$ cat src/include/sys_defs.svh
`ifndef SYS_DEFS_SVH
`define SYS_DEFS_SVH

`define TRUE  1'b1
`define FALSE 1'b0

`endif

$ cat src/hw/ooo_pkg.sv
package ooo_pkg;

    parameter int ROB_DEPTH_DEF = 8;
    parameter int RS_DEPTH_DEF  = 4;

    typedef enum logic [2:0] {
        ADD = 3'd0,
        SUB = 3'd1,
        AND = 3'd2,
        OR  = 3'd3,
        BEQ = 3'd4,
        LD  = 3'd5,
        ST  = 3'd6
    } op_t;

    typedef logic [31:0] data_t;
    typedef logic [$clog2(ROB_DEPTH_DEF)-1:0] tag_t;

    // ALU path. imm is the branch target for BEQ.
    typedef struct packed {
        op_t   op;
        tag_t  tag;
        data_t src_a;
        data_t src_b;
        data_t imm;
    } alu_entry_t;

    typedef struct packed {
        op_t   op;
        tag_t  tag;
        data_t base;
        data_t offset;
        data_t st_data;
    } mem_entry_t;

endpackage

$ cat src/hw/hazard_detection_unit.sv
`timescale 1ns/1ps
`include "sys_defs.svh"

module hazard_detection_unit (
    input  logic clock,
    input  logic reset,
    input  logic rs_ld_st_full,
    input  logic rs_alu_full,
    input  logic rob_full,
    input  logic lb_full,
    input  logic is_ld_st_inst,
    input  logic is_valid_inst,
    input  logic commit_wr_mem,
    input  logic lb_read_mem,
    input  logic dmem_wait,
    input  logic is_branch,
    input  logic alu_branch,
    input  logic ex_take_branch,
    input  logic alu_wr_valid,
    input  logic alu_wr_written,
    input  logic lb_wr_valid,
    input  logic lb_wr_written,
    input  logic acu_wr_valid,
    input  logic acu_wr_written,
    input  logic acu_wr_mem,
    input  logic acu_rd_mem,
    output logic if_mem_hazard,
    output logic if_enable,
    output logic if_is_enable,
    output logic if_is_flush,
    output logic rob_enable,
    output logic rs_ld_st_enable,
    output logic rs_ld_exec_stall,
    output logic rs_alu_enable,
    output logic rs_alu_exec_stall,
    output logic lb_exec_stall,
    output logic alu_wr_enable,
    output logic lb_wr_enable,
    output logic acu_wr_enable
);

    logic is_stall;
    logic is_enable;
    logic branch_in_exec;

    // ========================================================================
    // Issue stage
    // ========================================================================
    assign is_stall = rob_full
        | (is_ld_st_inst & rs_ld_st_full)
        | (~is_ld_st_inst & rs_alu_full)
        | branch_in_exec;

    assign is_enable = ~is_stall & is_valid_inst & ~ex_take_branch;

    assign rob_enable      = is_enable;
    assign rs_ld_st_enable = is_enable & is_ld_st_inst;
    assign rs_alu_enable   = is_enable & ~is_ld_st_inst;

    assign if_mem_hazard = commit_wr_mem | (lb_read_mem & ~dmem_wait);
    assign if_enable     = ~(if_mem_hazard | is_stall);
    assign if_is_enable  = ~is_stall;
    assign if_is_flush   = ex_take_branch | (if_mem_hazard & ~is_stall);

    // ========================================================================
    // Writeback registers and execution stalls
    // ========================================================================
    assign alu_wr_enable = ~alu_wr_valid | alu_wr_written;
    assign lb_wr_enable  = ~lb_wr_valid | lb_wr_written;
    assign acu_wr_enable = ~acu_wr_valid | acu_wr_written;

    // Store waits on commit, load waits on a free load buffer.
    assign rs_ld_exec_stall = (acu_wr_mem & ~acu_wr_enable) | (acu_rd_mem & lb_full);
    assign rs_alu_exec_stall = ~alu_wr_enable;
    assign lb_exec_stall = commit_wr_mem | ~lb_wr_enable;  // Stores own the port.

    always_ff @(posedge clock) begin
        if (reset) begin
            branch_in_exec <= `FALSE;
        end else if (is_branch && rs_alu_enable) begin
            branch_in_exec <= `TRUE;
        end else if (alu_branch && !rs_alu_exec_stall) begin
            branch_in_exec <= `FALSE;  // Only once per branch.
        end
    end

endmodule

$ cat src/hw/reservation_station.sv
`timescale 1ns/1ps

module reservation_station #(
    parameter type entry_t  = ooo_pkg::alu_entry_t,
    parameter int  RS_DEPTH = ooo_pkg::RS_DEPTH_DEF
) (
    input  logic   clock,
    input  logic   reset,
    input  logic   flush,
    input  logic   enable,
    input  entry_t entry_in,
    input  logic   exec_stall,
    output logic   full,
    output logic   head_valid,
    output entry_t head_entry
);

    localparam int PTR_W = $clog2(RS_DEPTH);
    localparam int CNT_W = $clog2(RS_DEPTH + 1);

    entry_t           entries [RS_DEPTH];
    logic [PTR_W-1:0] head_ptr;
    logic [PTR_W-1:0] tail_ptr;
    logic [CNT_W-1:0] count;
    logic             push;
    logic             pop;

    function automatic logic [PTR_W-1:0] next_ptr(input logic [PTR_W-1:0] ptr);
        return (ptr == PTR_W'(RS_DEPTH - 1)) ? '0 : ptr + 1'b1;
    endfunction

    assign full       = (count == CNT_W'(RS_DEPTH));
    assign head_valid = (count != '0);
    assign head_entry = entries[head_ptr];

    assign push = enable & ~full;
    assign pop  = head_valid & ~exec_stall;

    always_ff @(posedge clock) begin
        if (push) begin
            entries[tail_ptr] <= entry_in;
        end
    end

    always_ff @(posedge clock) begin
        if (reset || flush) begin
            head_ptr <= '0;
            tail_ptr <= '0;
            count    <= '0;
        end else begin
            if (push) begin
                tail_ptr <= next_ptr(tail_ptr);
            end
            if (pop) begin
                head_ptr <= next_ptr(head_ptr);
            end
            count <= count + CNT_W'(push) - CNT_W'(pop);
        end
    end

endmodule

$ cat src/hw/reorder_buffer.sv
`timescale 1ns/1ps
`include "sys_defs.svh"

module reorder_buffer #(
    parameter int ROB_DEPTH = ooo_pkg::ROB_DEPTH_DEF
) (
    input  logic           clock,
    input  logic           reset,
    input  logic           enable,
    input  logic           is_store,
    output ooo_pkg::tag_t  alloc_tag,
    output logic           full,
    output logic           commit_valid,
    output ooo_pkg::tag_t  commit_tag,
    output ooo_pkg::data_t commit_value,
    output logic           commit_wr_mem,
    input  logic           alu_wr_valid,
    input  ooo_pkg::tag_t  alu_wr_tag,
    input  ooo_pkg::data_t alu_wr_value,
    output logic           alu_wr_written,
    input  logic           lb_wr_valid,
    input  ooo_pkg::tag_t  lb_wr_tag,
    input  ooo_pkg::data_t lb_wr_value,
    output logic           lb_wr_written,
    input  logic           store_done,
    input  ooo_pkg::tag_t  store_tag
);
    import ooo_pkg::*;

    localparam int CNT_W = $clog2(ROB_DEPTH + 1);

    logic             done  [ROB_DEPTH];
    logic             store [ROB_DEPTH];
    data_t            value [ROB_DEPTH];
    tag_t             head_ptr;
    tag_t             tail_ptr;
    logic [CNT_W-1:0] count;
    logic             alloc;
    logic             retire;
    logic             head_busy;

    function automatic tag_t next_tag(input tag_t ptr);
        return (ptr == tag_t'(ROB_DEPTH - 1)) ? '0 : ptr + 1'b1;
    endfunction

    assign full      = (count == CNT_W'(ROB_DEPTH));
    assign head_busy = (count != '0);
    assign alloc     = enable & ~full;
    assign alloc_tag = tail_ptr;

    // One result per path per cycle, always taken.
    assign alu_wr_written = alu_wr_valid;
    assign lb_wr_written  = lb_wr_valid;

    // ========================================================================
    // In-order commit
    // ========================================================================
    assign commit_valid  = head_busy & done[head_ptr];
    assign commit_tag    = head_ptr;
    assign commit_value  = value[head_ptr];
    assign commit_wr_mem = head_busy & store[head_ptr] & ~done[head_ptr];
    assign retire        = commit_valid;

    always_ff @(posedge clock) begin
        if (reset) begin
            head_ptr <= '0;
            tail_ptr <= '0;
            count    <= '0;
            for (int i = 0; i < ROB_DEPTH; i++) begin
                done[i] <= `FALSE;
            end
        end else begin
            if (alloc) begin
                done[tail_ptr] <= `FALSE;
                tail_ptr       <= next_tag(tail_ptr);
            end
            if (alu_wr_valid) begin
                done[alu_wr_tag] <= `TRUE;
            end
            if (lb_wr_valid) begin
                done[lb_wr_tag] <= `TRUE;
            end
            if (store_done) begin
                done[store_tag] <= `TRUE;  // Commits next cycle.
            end
            if (retire) begin
                head_ptr <= next_tag(head_ptr);
            end
            count <= count + CNT_W'(alloc) - CNT_W'(retire);
        end
    end

    always_ff @(posedge clock) begin
        if (alloc) begin
            store[tail_ptr] <= is_store;
        end
        if (alu_wr_valid) begin
            value[alu_wr_tag] <= alu_wr_value;
        end
        if (lb_wr_valid) begin
            value[lb_wr_tag] <= lb_wr_value;
        end
        if (store_done) begin
            value[store_tag] <= '0;
        end
    end

endmodule

$ cat src/hw/alu_exec.sv
`timescale 1ns/1ps
`include "sys_defs.svh"

module alu_exec (
    input  logic                clock,
    input  logic                reset,
    input  logic                head_valid,
    input  ooo_pkg::alu_entry_t head_entry,
    input  logic                stall,
    input  logic                wr_enable,
    output logic                alu_branch,
    output logic                ex_take_branch,
    output ooo_pkg::data_t      redirect_target,
    output logic                wr_valid,
    output ooo_pkg::tag_t       wr_tag,
    output ooo_pkg::data_t      wr_value
);
    import ooo_pkg::*;

    logic  exec;
    data_t result;

    assign exec            = head_valid & ~stall;
    assign alu_branch      = head_valid & (head_entry.op == BEQ);
    assign ex_take_branch  = alu_branch & ~stall & (head_entry.src_a == head_entry.src_b);
    assign redirect_target = head_entry.imm;

    always_comb begin
        case (head_entry.op)
            ADD:     result = head_entry.src_a + head_entry.src_b;
            SUB:     result = head_entry.src_a - head_entry.src_b;
            AND:     result = head_entry.src_a & head_entry.src_b;
            OR:      result = head_entry.src_a | head_entry.src_b;
            default: result = '0;  // BEQ completes with zero.
        endcase
    end

    always_ff @(posedge clock) begin
        if (reset) begin
            wr_valid <= `FALSE;
        end else if (wr_enable) begin
            wr_valid <= exec;
        end
    end

    always_ff @(posedge clock) begin
        if (wr_enable && exec) begin
            wr_tag   <= head_entry.tag;
            wr_value <= result;
        end
    end

endmodule

$ cat src/hw/mem_unit.sv
`timescale 1ns/1ps
`include "sys_defs.svh"

module mem_unit (
    input  logic                clock,
    input  logic                reset,
    input  logic                head_valid,
    input  ooo_pkg::mem_entry_t head_entry,
    input  logic                exec_stall,
    input  logic                lb_stall,
    input  logic                acu_wr_enable,
    input  logic                lb_wr_enable,
    input  logic                commit_wr_mem,
    input  ooo_pkg::data_t      dmem_rdata,
    input  logic                dmem_wait,
    output logic                acu_wr_valid,
    output logic                acu_wr_written,
    output logic                acu_wr_mem,
    output logic                acu_rd_mem,
    output logic                lb_full,
    output logic                lb_read_mem,
    output logic                store_done,
    output ooo_pkg::tag_t       store_tag,
    output logic                lb_wr_valid,
    output ooo_pkg::tag_t       lb_wr_tag,
    output ooo_pkg::data_t      lb_wr_value,
    output logic                dmem_req,
    output logic                dmem_we,
    output ooo_pkg::data_t      dmem_addr,
    output ooo_pkg::data_t      dmem_wdata
);
    import ooo_pkg::*;

    logic  take;
    logic  acu_valid;
    logic  acu_store;
    tag_t  acu_tag;
    data_t acu_addr;
    data_t acu_data;
    logic  lb_valid;
    logic  lb_take;
    logic  lb_done;
    tag_t  lb_tag;
    data_t lb_addr;
    logic  store_write;

    // ========================================================================
    // Address calculation, load buffer and store path
    // ========================================================================
    assign take           = head_valid & ~exec_stall;
    assign acu_wr_valid   = acu_valid;
    assign acu_wr_mem     = acu_valid & acu_store;
    assign acu_rd_mem     = acu_valid & ~acu_store;
    assign acu_wr_written = store_done | lb_take;

    assign lb_read_mem = lb_valid & ~lb_stall;
    assign lb_done     = lb_read_mem & ~dmem_wait;
    assign lb_full     = lb_valid & ~lb_done;  // Frees in the cycle the read ends.
    assign lb_take     = acu_rd_mem & ~lb_full;

    assign store_write = acu_wr_mem & commit_wr_mem;
    assign store_done  = store_write & ~dmem_wait;
    assign store_tag   = acu_tag;

    assign dmem_req   = store_write | lb_read_mem;
    assign dmem_we    = store_write;
    assign dmem_addr  = store_write ? acu_addr : lb_addr;
    assign dmem_wdata = acu_data;

    always_ff @(posedge clock) begin
        if (reset) begin
            acu_valid   <= `FALSE;
            lb_valid    <= `FALSE;
            lb_wr_valid <= `FALSE;
        end else begin
            if (acu_wr_enable) begin
                acu_valid <= take;
            end
            if (lb_take) begin
                lb_valid <= `TRUE;
            end else if (lb_done) begin
                lb_valid <= `FALSE;
            end
            if (lb_wr_enable) begin
                lb_wr_valid <= lb_done;
            end
        end
    end

    always_ff @(posedge clock) begin
        if (acu_wr_enable && take) begin
            acu_store <= (head_entry.op == ST);
            acu_tag   <= head_entry.tag;
            acu_addr  <= head_entry.base + head_entry.offset;
            acu_data  <= head_entry.st_data;
        end
        if (lb_take) begin
            lb_tag  <= acu_tag;
            lb_addr <= acu_addr;
        end
        if (lb_wr_enable && lb_done) begin
            lb_wr_tag   <= lb_tag;
            lb_wr_value <= dmem_rdata;
        end
    end

endmodule

$ cat src/hw/ooo_core.sv
`timescale 1ns/1ps
`include "sys_defs.svh"

module ooo_core #(
    parameter int ROB_DEPTH = ooo_pkg::ROB_DEPTH_DEF,
    parameter int RS_DEPTH  = ooo_pkg::RS_DEPTH_DEF
) (
    input  logic           clock,
    input  logic           reset,
    input  logic           inst_valid,
    input  ooo_pkg::op_t   inst_op,
    input  ooo_pkg::data_t inst_a,
    input  ooo_pkg::data_t inst_b,
    input  ooo_pkg::data_t inst_imm,
    input  ooo_pkg::data_t dmem_rdata,
    input  logic           dmem_wait,
    output logic           inst_accept,
    output logic           fetch_enable,
    output logic           decode_flush,
    output logic           branch_redirect,
    output ooo_pkg::data_t redirect_target,
    output logic           commit_valid,
    output ooo_pkg::tag_t  commit_tag,
    output ooo_pkg::data_t commit_value,
    output logic           dmem_req,
    output logic           dmem_we,
    output ooo_pkg::data_t dmem_addr,
    output ooo_pkg::data_t dmem_wdata
);
    import ooo_pkg::*;

    logic rs_ld_st_full, rs_alu_full, rob_full, lb_full;
    logic is_ld_st_inst, is_branch, commit_wr_mem, lb_read_mem;
    logic alu_branch, ex_take_branch;
    logic alu_wr_valid, alu_wr_written, lb_wr_valid, lb_wr_written;
    logic acu_wr_valid, acu_wr_written, acu_wr_mem, acu_rd_mem;
    logic rob_enable, rs_ld_st_enable, rs_alu_enable;
    logic rs_ld_exec_stall, rs_alu_exec_stall, lb_exec_stall;
    logic alu_wr_enable, lb_wr_enable, acu_wr_enable;
    logic store_done;
    tag_t store_tag, alloc_tag, alu_wr_tag, lb_wr_tag;
    data_t alu_wr_value, lb_wr_value;
    logic alu_head_valid, mem_head_valid;
    alu_entry_t alu_in, alu_head;
    mem_entry_t mem_in, mem_head;

    // ========================================================================
    // Decode and dispatch
    // ========================================================================
    assign is_ld_st_inst = (inst_op == LD) | (inst_op == ST);
    assign is_branch     = (inst_op == BEQ);
    assign inst_accept   = rob_enable;
    assign branch_redirect = ex_take_branch;

    assign alu_in = '{op: inst_op, tag: alloc_tag, src_a: inst_a, src_b: inst_b,
                      imm: inst_imm};
    assign mem_in = '{op: inst_op, tag: alloc_tag, base: inst_a, offset: inst_imm,
                      st_data: inst_b};

    hazard_detection_unit hazard (
        .*,
        .is_valid_inst(inst_valid),
        .if_mem_hazard(),
        .if_enable(fetch_enable),
        .if_is_enable(),
        .if_is_flush(decode_flush)
    );

    reorder_buffer #(.ROB_DEPTH(ROB_DEPTH)) rob (
        .*,
        .enable(rob_enable),
        .is_store(inst_op == ST),
        .full(rob_full)
    );

    // Nothing younger than a branch sits in the ALU station when it resolves.
    reservation_station #(.entry_t(alu_entry_t), .RS_DEPTH(RS_DEPTH)) rs_alu (
        .clock(clock),
        .reset(reset),
        .flush(ex_take_branch),
        .enable(rs_alu_enable),
        .entry_in(alu_in),
        .exec_stall(rs_alu_exec_stall),
        .full(rs_alu_full),
        .head_valid(alu_head_valid),
        .head_entry(alu_head)
    );

    reservation_station #(.entry_t(mem_entry_t), .RS_DEPTH(RS_DEPTH)) rs_ld_st (
        .clock(clock),
        .reset(reset),
        .flush(`FALSE),
        .enable(rs_ld_st_enable),
        .entry_in(mem_in),
        .exec_stall(rs_ld_exec_stall),
        .full(rs_ld_st_full),
        .head_valid(mem_head_valid),
        .head_entry(mem_head)
    );

    // ========================================================================
    // Execution
    // ========================================================================
    alu_exec alu (
        .clock(clock),
        .reset(reset),
        .head_valid(alu_head_valid),
        .head_entry(alu_head),
        .stall(rs_alu_exec_stall),
        .wr_enable(alu_wr_enable),
        .alu_branch(alu_branch),
        .ex_take_branch(ex_take_branch),
        .redirect_target(redirect_target),
        .wr_valid(alu_wr_valid),
        .wr_tag(alu_wr_tag),
        .wr_value(alu_wr_value)
    );

    mem_unit mem (
        .*,
        .head_valid(mem_head_valid),
        .head_entry(mem_head),
        .exec_stall(rs_ld_exec_stall),
        .lb_stall(lb_exec_stall)
    );

endmodule

$ cat config.mk
export PLATFORM = sky130hd
export DESIGN_NAME = ooo_core
export DESIGN_NICKNAME = d
export VERILOG_FILES = /design/src/hw/ooo_pkg.sv /design/src/hw/hazard_detection_unit.sv /design/src/hw/reservation_station.sv /design/src/hw/reorder_buffer.sv /design/src/hw/alu_exec.sv /design/src/hw/mem_unit.sv /design/src/hw/ooo_core.sv
export VERILOG_INCLUDE_DIRS = /design/src /design/src/include
export SDC_FILE = /design/constraint.sdc
export NUM_CORES = 2
export LEC_CHECK = 0
export BUFFER_PORTS_ARGS = -buffer_cell sky130_fd_sc_hd__buf_2
export CAP_MARGIN = 20
export CORE_MARGIN = 2
export CORE_UTILIZATION = 40
export CTS_CLUSTER_DIAMETER = 150
export DETAILED_ROUTE_END_ITERATION = 12
export GPL_TIMING_DRIVEN = 0
export PLACE_DENSITY = 0.58
export SYNTH_ARGS = -nofsm -noshare
export SYNTH_HDL_FRONTEND = slang
export SYNTH_SLANG_ARGS = --single-unit
$ cat constraint.sdc
create_clock -name clock -period 11.3 [get_ports clock]
set_input_delay 1.13 -clock clock [delete_from_list [all_inputs] [get_ports clock]]
set_output_delay 1.13 -clock clock [all_outputs]
set_load 0.01 [all_outputs]
# [Word level (Yosys, flattened, before mapping)]
# Memory sizes are Yosys's and may differ from the RTL's. A register that Yosys moved wholly into a read port is not among the register bits.
# Cells that the tools add are included.
[totals] register_bits=202 ram_bits=1088 output_inout_bits=138 wordCells=186 mem_count=5
[classes] addsub=15 eq_ne=18 n_mux=56 bitwise_logic=55 reduce_logical=13
[memory_table] name="rs_alu.entries" depth=4 word_bits=102 rd=1 rd_ports_with_merged_regs=1 wr=1 line="reservation_station.sv:21" rtl="entry_t entries [RS_DEPTH];"
[memory_table] name="rs_ld_st.entries" depth=4 word_bits=102 rd=1 rd_ports_with_merged_regs=1 wr=1 line="reservation_station.sv:21"
[memory_table] name="rob.value" depth=8 word_bits=32 rd=1 rd_ports_with_merged_regs=1 wr=3 line="reorder_buffer.sv:34" rtl="data_t value [ROB_DEPTH];"
[memory_table] name="rob.done" depth=8 word_bits=1 rd=1 rd_ports_with_merged_regs=1 wr=8 line="reorder_buffer.sv:32" rtl="logic done [ROB_DEPTH];"
[memory_table] name="rob.store" depth=8 word_bits=1 rd=1 rd_ports_with_merged_regs=1 wr=1 line="reorder_buffer.sv:33" rtl="logic store [ROB_DEPTH];"
[op_table] operator="$pmux W32 S4" count=1
[op_table] operator="$add A32 B32 Y32" count=2
[op_table] operator="$mux W3" count=12
[op_table] operator="$mux W1" count=34
[op_table] operator="$and A32 B32 Y32" count=1
[op_table] operator="$eq A32 B32 Y1" count=1
[op_table] operator="$mux W32" count=1
[op_table] operator="$or A32 B32 Y32" count=1
[op_table] operator="$sub A32 B32 Y32" count=1
[op_table] operator="$eq A3 B3 Y1 const B" count=9
[op_table] operator="$and A1 B1 Y1" count=26
[op_table] operator="$mux W2" count=8
[op_table] operator="$not A1 Y1" count=16
[op_table] operator="$or A1 B1 Y1" count=11
[op_table] operator="$add A2 B1 Y2 const B" count=4
[op_table] operator="$eq A2 B2 Y1 const B" count=4
[op_table] operator="$add A3 B1 Y3" count=2
[op_table] operator="$add A3 B1 Y3 const B" count=2
[op_table] operator="$eq A3 B2 Y1 const B" count=2
[op_table] operator="$reduce_bool A3 Y1" count=2
[op_table] operator="$sub A3 B1 Y3" count=2
[op_table] operator="$add A4 B1 Y4" count=1
[op_table] operator="$eq A4 B4 Y1 const B" count=1
[op_table] operator="$reduce_bool A2 Y1" count=2
[op_table] operator="other kinds (7)" count=11

# [Depth between registers and ports, before layout]
[logic_depth] ltp_word=19 mapped_depth=20 ltp_nobuf=16

# [Hierarchy]
# From an unflattened synthesis, not the netlist that was laid out.
[hier_totals] cells_unflattened=3952 hier_area_um2=58702.6
[by_module_without_submodules] module="reservation_station" instances=2 cells_per_inst=583 area_each_um2=15188.3
[by_module_without_submodules] module="reorder_buffer" instances=1 cells_per_inst=1492 area_each_um2=15451.1
[by_module_without_submodules] module="mem_unit" instances=1 cells_per_inst=435 area_each_um2=6366.1
[by_module_without_submodules] module="alu_exec" instances=1 cells_per_inst=831 area_each_um2=6294.8
[by_module_without_submodules] module="hazard_detection_unit" instances=1 cells_per_inst=23 area_each_um2=177.7
[by_module_without_submodules] module="ooo_core" instances=1 cells_per_inst=5 area_each_um2=36.3

# [Worst setup path before layout]
# No wires, ideal clock.
[synth_timing] path_kind="register to register" startpoint="register (tool-made name)" endpoint="memory rs_alu.entries[0][0] (netlist name) (enable)" setup_time_ns=0.472 arrival_time_ns=6.039 path_slack_ns=4.789 path_stages_with_launch=16 path_cell_list="dfxtp_1 clkbuf_1 buf_2 buf_1 mux4_2 inv_1 ha_1 clkbuf_1 or3_1 nor4_1 nand2_1 nor4_2 or3b_2 buf_2 nor2_1 and2_1"
[synth_rtl] element="to (decl)" line="reservation_station.sv:21"

==> metrics <==
outcome=complete, no violations; 1st-iter DRT viols=2,640; die area=0.147 sq mm; met3 usage=0.0390; Post-Route WL=152,000 microns; Crit Path Class=reg2out; Clock Latency Late Sink=0.79 ns; xor/xnor share of the synthesized area=0.00925; pin count of the biggest net entering global routing=54; HPWL after DPL=109,000 microns; non-filler cells, final=6,345; cell depth of the worst flop-to-flop path=17; antenna-violating nets left=0; # fillers=12,601; Max Fclk=0.129 GHz; commonest cells after routing, fill and taps aside=997 x edfxtp_1, 391 x nor2_1, 300 x dfxtp_1; vias=34,431; Hold Fails Final Rpt=0; Worst setup EP type=output port; vias in the first global route=34,895; mux contribution to synthesized area=0.165; IO Count=273; Die Height=384 microns; fin crit share=0.686; vias per cell=5.43; Max FO, Critical Path=10; area delta synth->final=16.0%; Post-Syn Area=0.0578 sq mm; Synth Area in Simple Gates=0.0499; IO buf count=271; CP arrival=6.63 ns; worst reg-to-reg setup slack=4.26 ns; GP Congestion=0.912; wire per inst=24.0 microns; gr usage total=0.205; Cells after Synth=3,875; worst-case clock buffer depth=3; PwrDens=280 mW/mm^2; first-pass GRT wire length=226,000 microns; Inserted Clock Buffers=141; syn_area_per_cell=14.9 sq um; htree depth=4; global route hottest layer=met2; Pleak=23.5 nW; clock transition at the registers of the reported paths=0.06 ns; post_cts resized=0; Rel. slew slack=0.256; Initial Utilization=0.403; cell row count=139; placed cell count=6,083; met2 usage=0.333; Hold WC Path Type=reg2reg; CP required=10.17 ns; Synth Warn #=0; total gr overflow=0; met1 usage=0.280; Worst R2R End=rs_ld_st.entries[0][2]$_DFFE_PP_; unrepaired setup endpoints after global routing=false; die width=384 microns; Worst-Margin Slew=1.12 ns; hold buffer count at cts=0; initial antenna violation count=21; Yosys reg bits=1,297; setup_tns=0 ns; async set-reset flop share out of synthesis=0; Post-synth EDFFs=997; clock skew=0.0439 ns; Final min period=7.76 ns; endpoints failing setup=0; clock tree sinks=1,297; Startpoint Class=register; Critical Path Sink=inst_accept; Synth Area in Compound Gates=0.0843; final routed DRC violation total=0; Max Slew Vio Count=0; clock root buffer=clkbuf_16; CTS tree=yes; Core Footprint=0.143 sq mm; Mapped Nets=4,166; distinct cell type count after synthesis=73; post-synthesis sequential area ratio=0.622; cell taking the most area after synthesis=edfxtp_1; Layout Nets=4,616; DP Area=0.0623 sq mm; Setup Buffers After CTS=0; Max VDD drop=0.000162 V; first drt pass iteration count=7; footprint of the multi-input gates=0.0198 sq mm; Top FF cell, synth=edfxtp_1; area share of the largest cell type after synthesis=0.518; Final Cell Area=0.0670 sq mm; largest family of logic cells by synthesized area=multiplexers; most common cell after layout, fill and taps aside=edfxtp_1; share of layout cells above drive strength 1=0.233; synth top area cells=edfxtp_1 52%, mux4_2 10%, dfxtp_1 10%; Seq. cell area=0.0359 sq mm; worst hold slack=0.439 ns; adder-cell share of the synthesized area=0.0346; max_cap viols=0
final cells by class:
cell class,count,share of cell area
flip-flops and latches,1297,0.536
repair buffers,307,0.0320
well taps,1903,0.0355
inverters,143,0.00801
diodes,7,0.000261
clock inverters,72,0.0136
plain buffers,335,0.0224
clock buffers,181,0.0558
multi-input cells,2100,0.296
cells by family after synthesis:
group / count (synthesis)
adder cells (fa/ha/maj): 156
AO/OA/AOI/OAI: 631
multiplexers: 608
buffers and inverters: 478
flip-flops: 1297
XOR/XNOR: 61
AND/OR/NAND/NOR: 644
through the flow:
step,util,setup WS (ns),power [mW]
after CTS,0.467,3.25,18.9
after detailed placement,0.434,4.03,14.2
after global placement,0.429,0.987,14.1
after floorplan,-,4.79,11.8
after global routing,0.467,3.19,19.8
final,0.467,3.54,18.8
report_power, final:
part / total [mW] / internal, mW / switching, mW / leakage [nW]
logic: 7.43 / 3.09 / 4.34 / 9.64
registers: 6.76 / 6.30 / 0.463 / 11.6
clock network: 4.59 / 2.63 / 1.96 / 2.25
total: 18.8 / 12.0 / 6.76 / 23.5
worst max-delay path: stages (launching register included):
cell	delay [ns]
dfxtp_1	0.30
clkbuf_1	0.23
buf_2	0.46
buf_1	0.81
mux4_2	0.67
inv_1	0.08
ha_1	0.22
clkbuf_1	0.25
or3_1	0.49
nor4_1	0.72
nand2_1	0.18
nor4_2	0.75
or3b_2	0.25
buf_2	0.22
inv_1	0.05
buf_2	0.13
worst min path at each step:
stage / from / end / slack, ns / depth (start not counted)
finish: mem.lb_tag[0]$_DFFE_PP_ / mem.lb_wr_tag[0]$_DFFE_PP_ / 0.44 / 0
detailed placement: mem.lb_tag[2]$_DFFE_PP_ / mem.lb_wr_tag[2]$_DFFE_PP_ / 0.41 / 0
global route: mem.lb_tag[0]$_DFFE_PP_ / mem.lb_wr_tag[0]$_DFFE_PP_ / 0.44 / 0
CTS: mem.lb_tag[2]$_DFFE_PP_ / mem.lb_wr_tag[2]$_DFFE_PP_ / 0.42 / 0
global placement: mem.lb_tag[0]$_DFFE_PP_ / mem.lb_wr_tag[0]$_DFFE_PP_ / 0.41 / 0
floorplan: mem.lb_tag[0]$_DFFE_PP_ / mem.lb_wr_tag[0]$_DFFE_PP_ / 0.40 / 0
metal layers:
metal	routed length, microns	vias up
met5	176	-
met4	3710	28
li1	-	15762
met1	67200	17437
met2	73100	952
met3	8230	252
sequential cells by signal (all words and copies together), names as in the netlist, 4 cells and up, named ones only:
| signal | cells |
|---|---|
| rob.done | 8 |
| alu.wr_value | 32 |
| mem.lb_addr | 32 |
| mem.dmem_wdata | 32 |
| rs_ld_st.entries | 408 |
| rob.value | 256 |
| rob.store | 8 |
| mem.lb_wr_value | 32 |
| rs_alu.entries | 408 |
| mem.acu_addr | 32 |
| rob.count | 4 |
Yosys cell counts, drive strengths merged, types with 13 or more instances:
| cell | n |
|---|---|
| a211oi | 276 |
| a21o | 32 |
| a21oi | 113 |
| a31oi | 20 |
| and2 | 13 |
| and3 | 13 |
| buf | 175 |
| clkbuf | 160 |
| dfxtp | 300 |
| edfxtp | 997 |
| ha | 150 |
| inv | 143 |
| mux2 | 66 |
| mux2i | 275 |
| mux4 | 267 |
| nand2 | 65 |
| nand2b | 26 |
| nand3 | 25 |
| nor2 | 392 |
| nor2b | 19 |
| nor3 | 35 |
| o21ai | 52 |
| o21bai | 18 |
| o22ai | 23 |
| o31ai | 13 |
| xnor2 | 50 |
(Power assumes the default switching activity.)
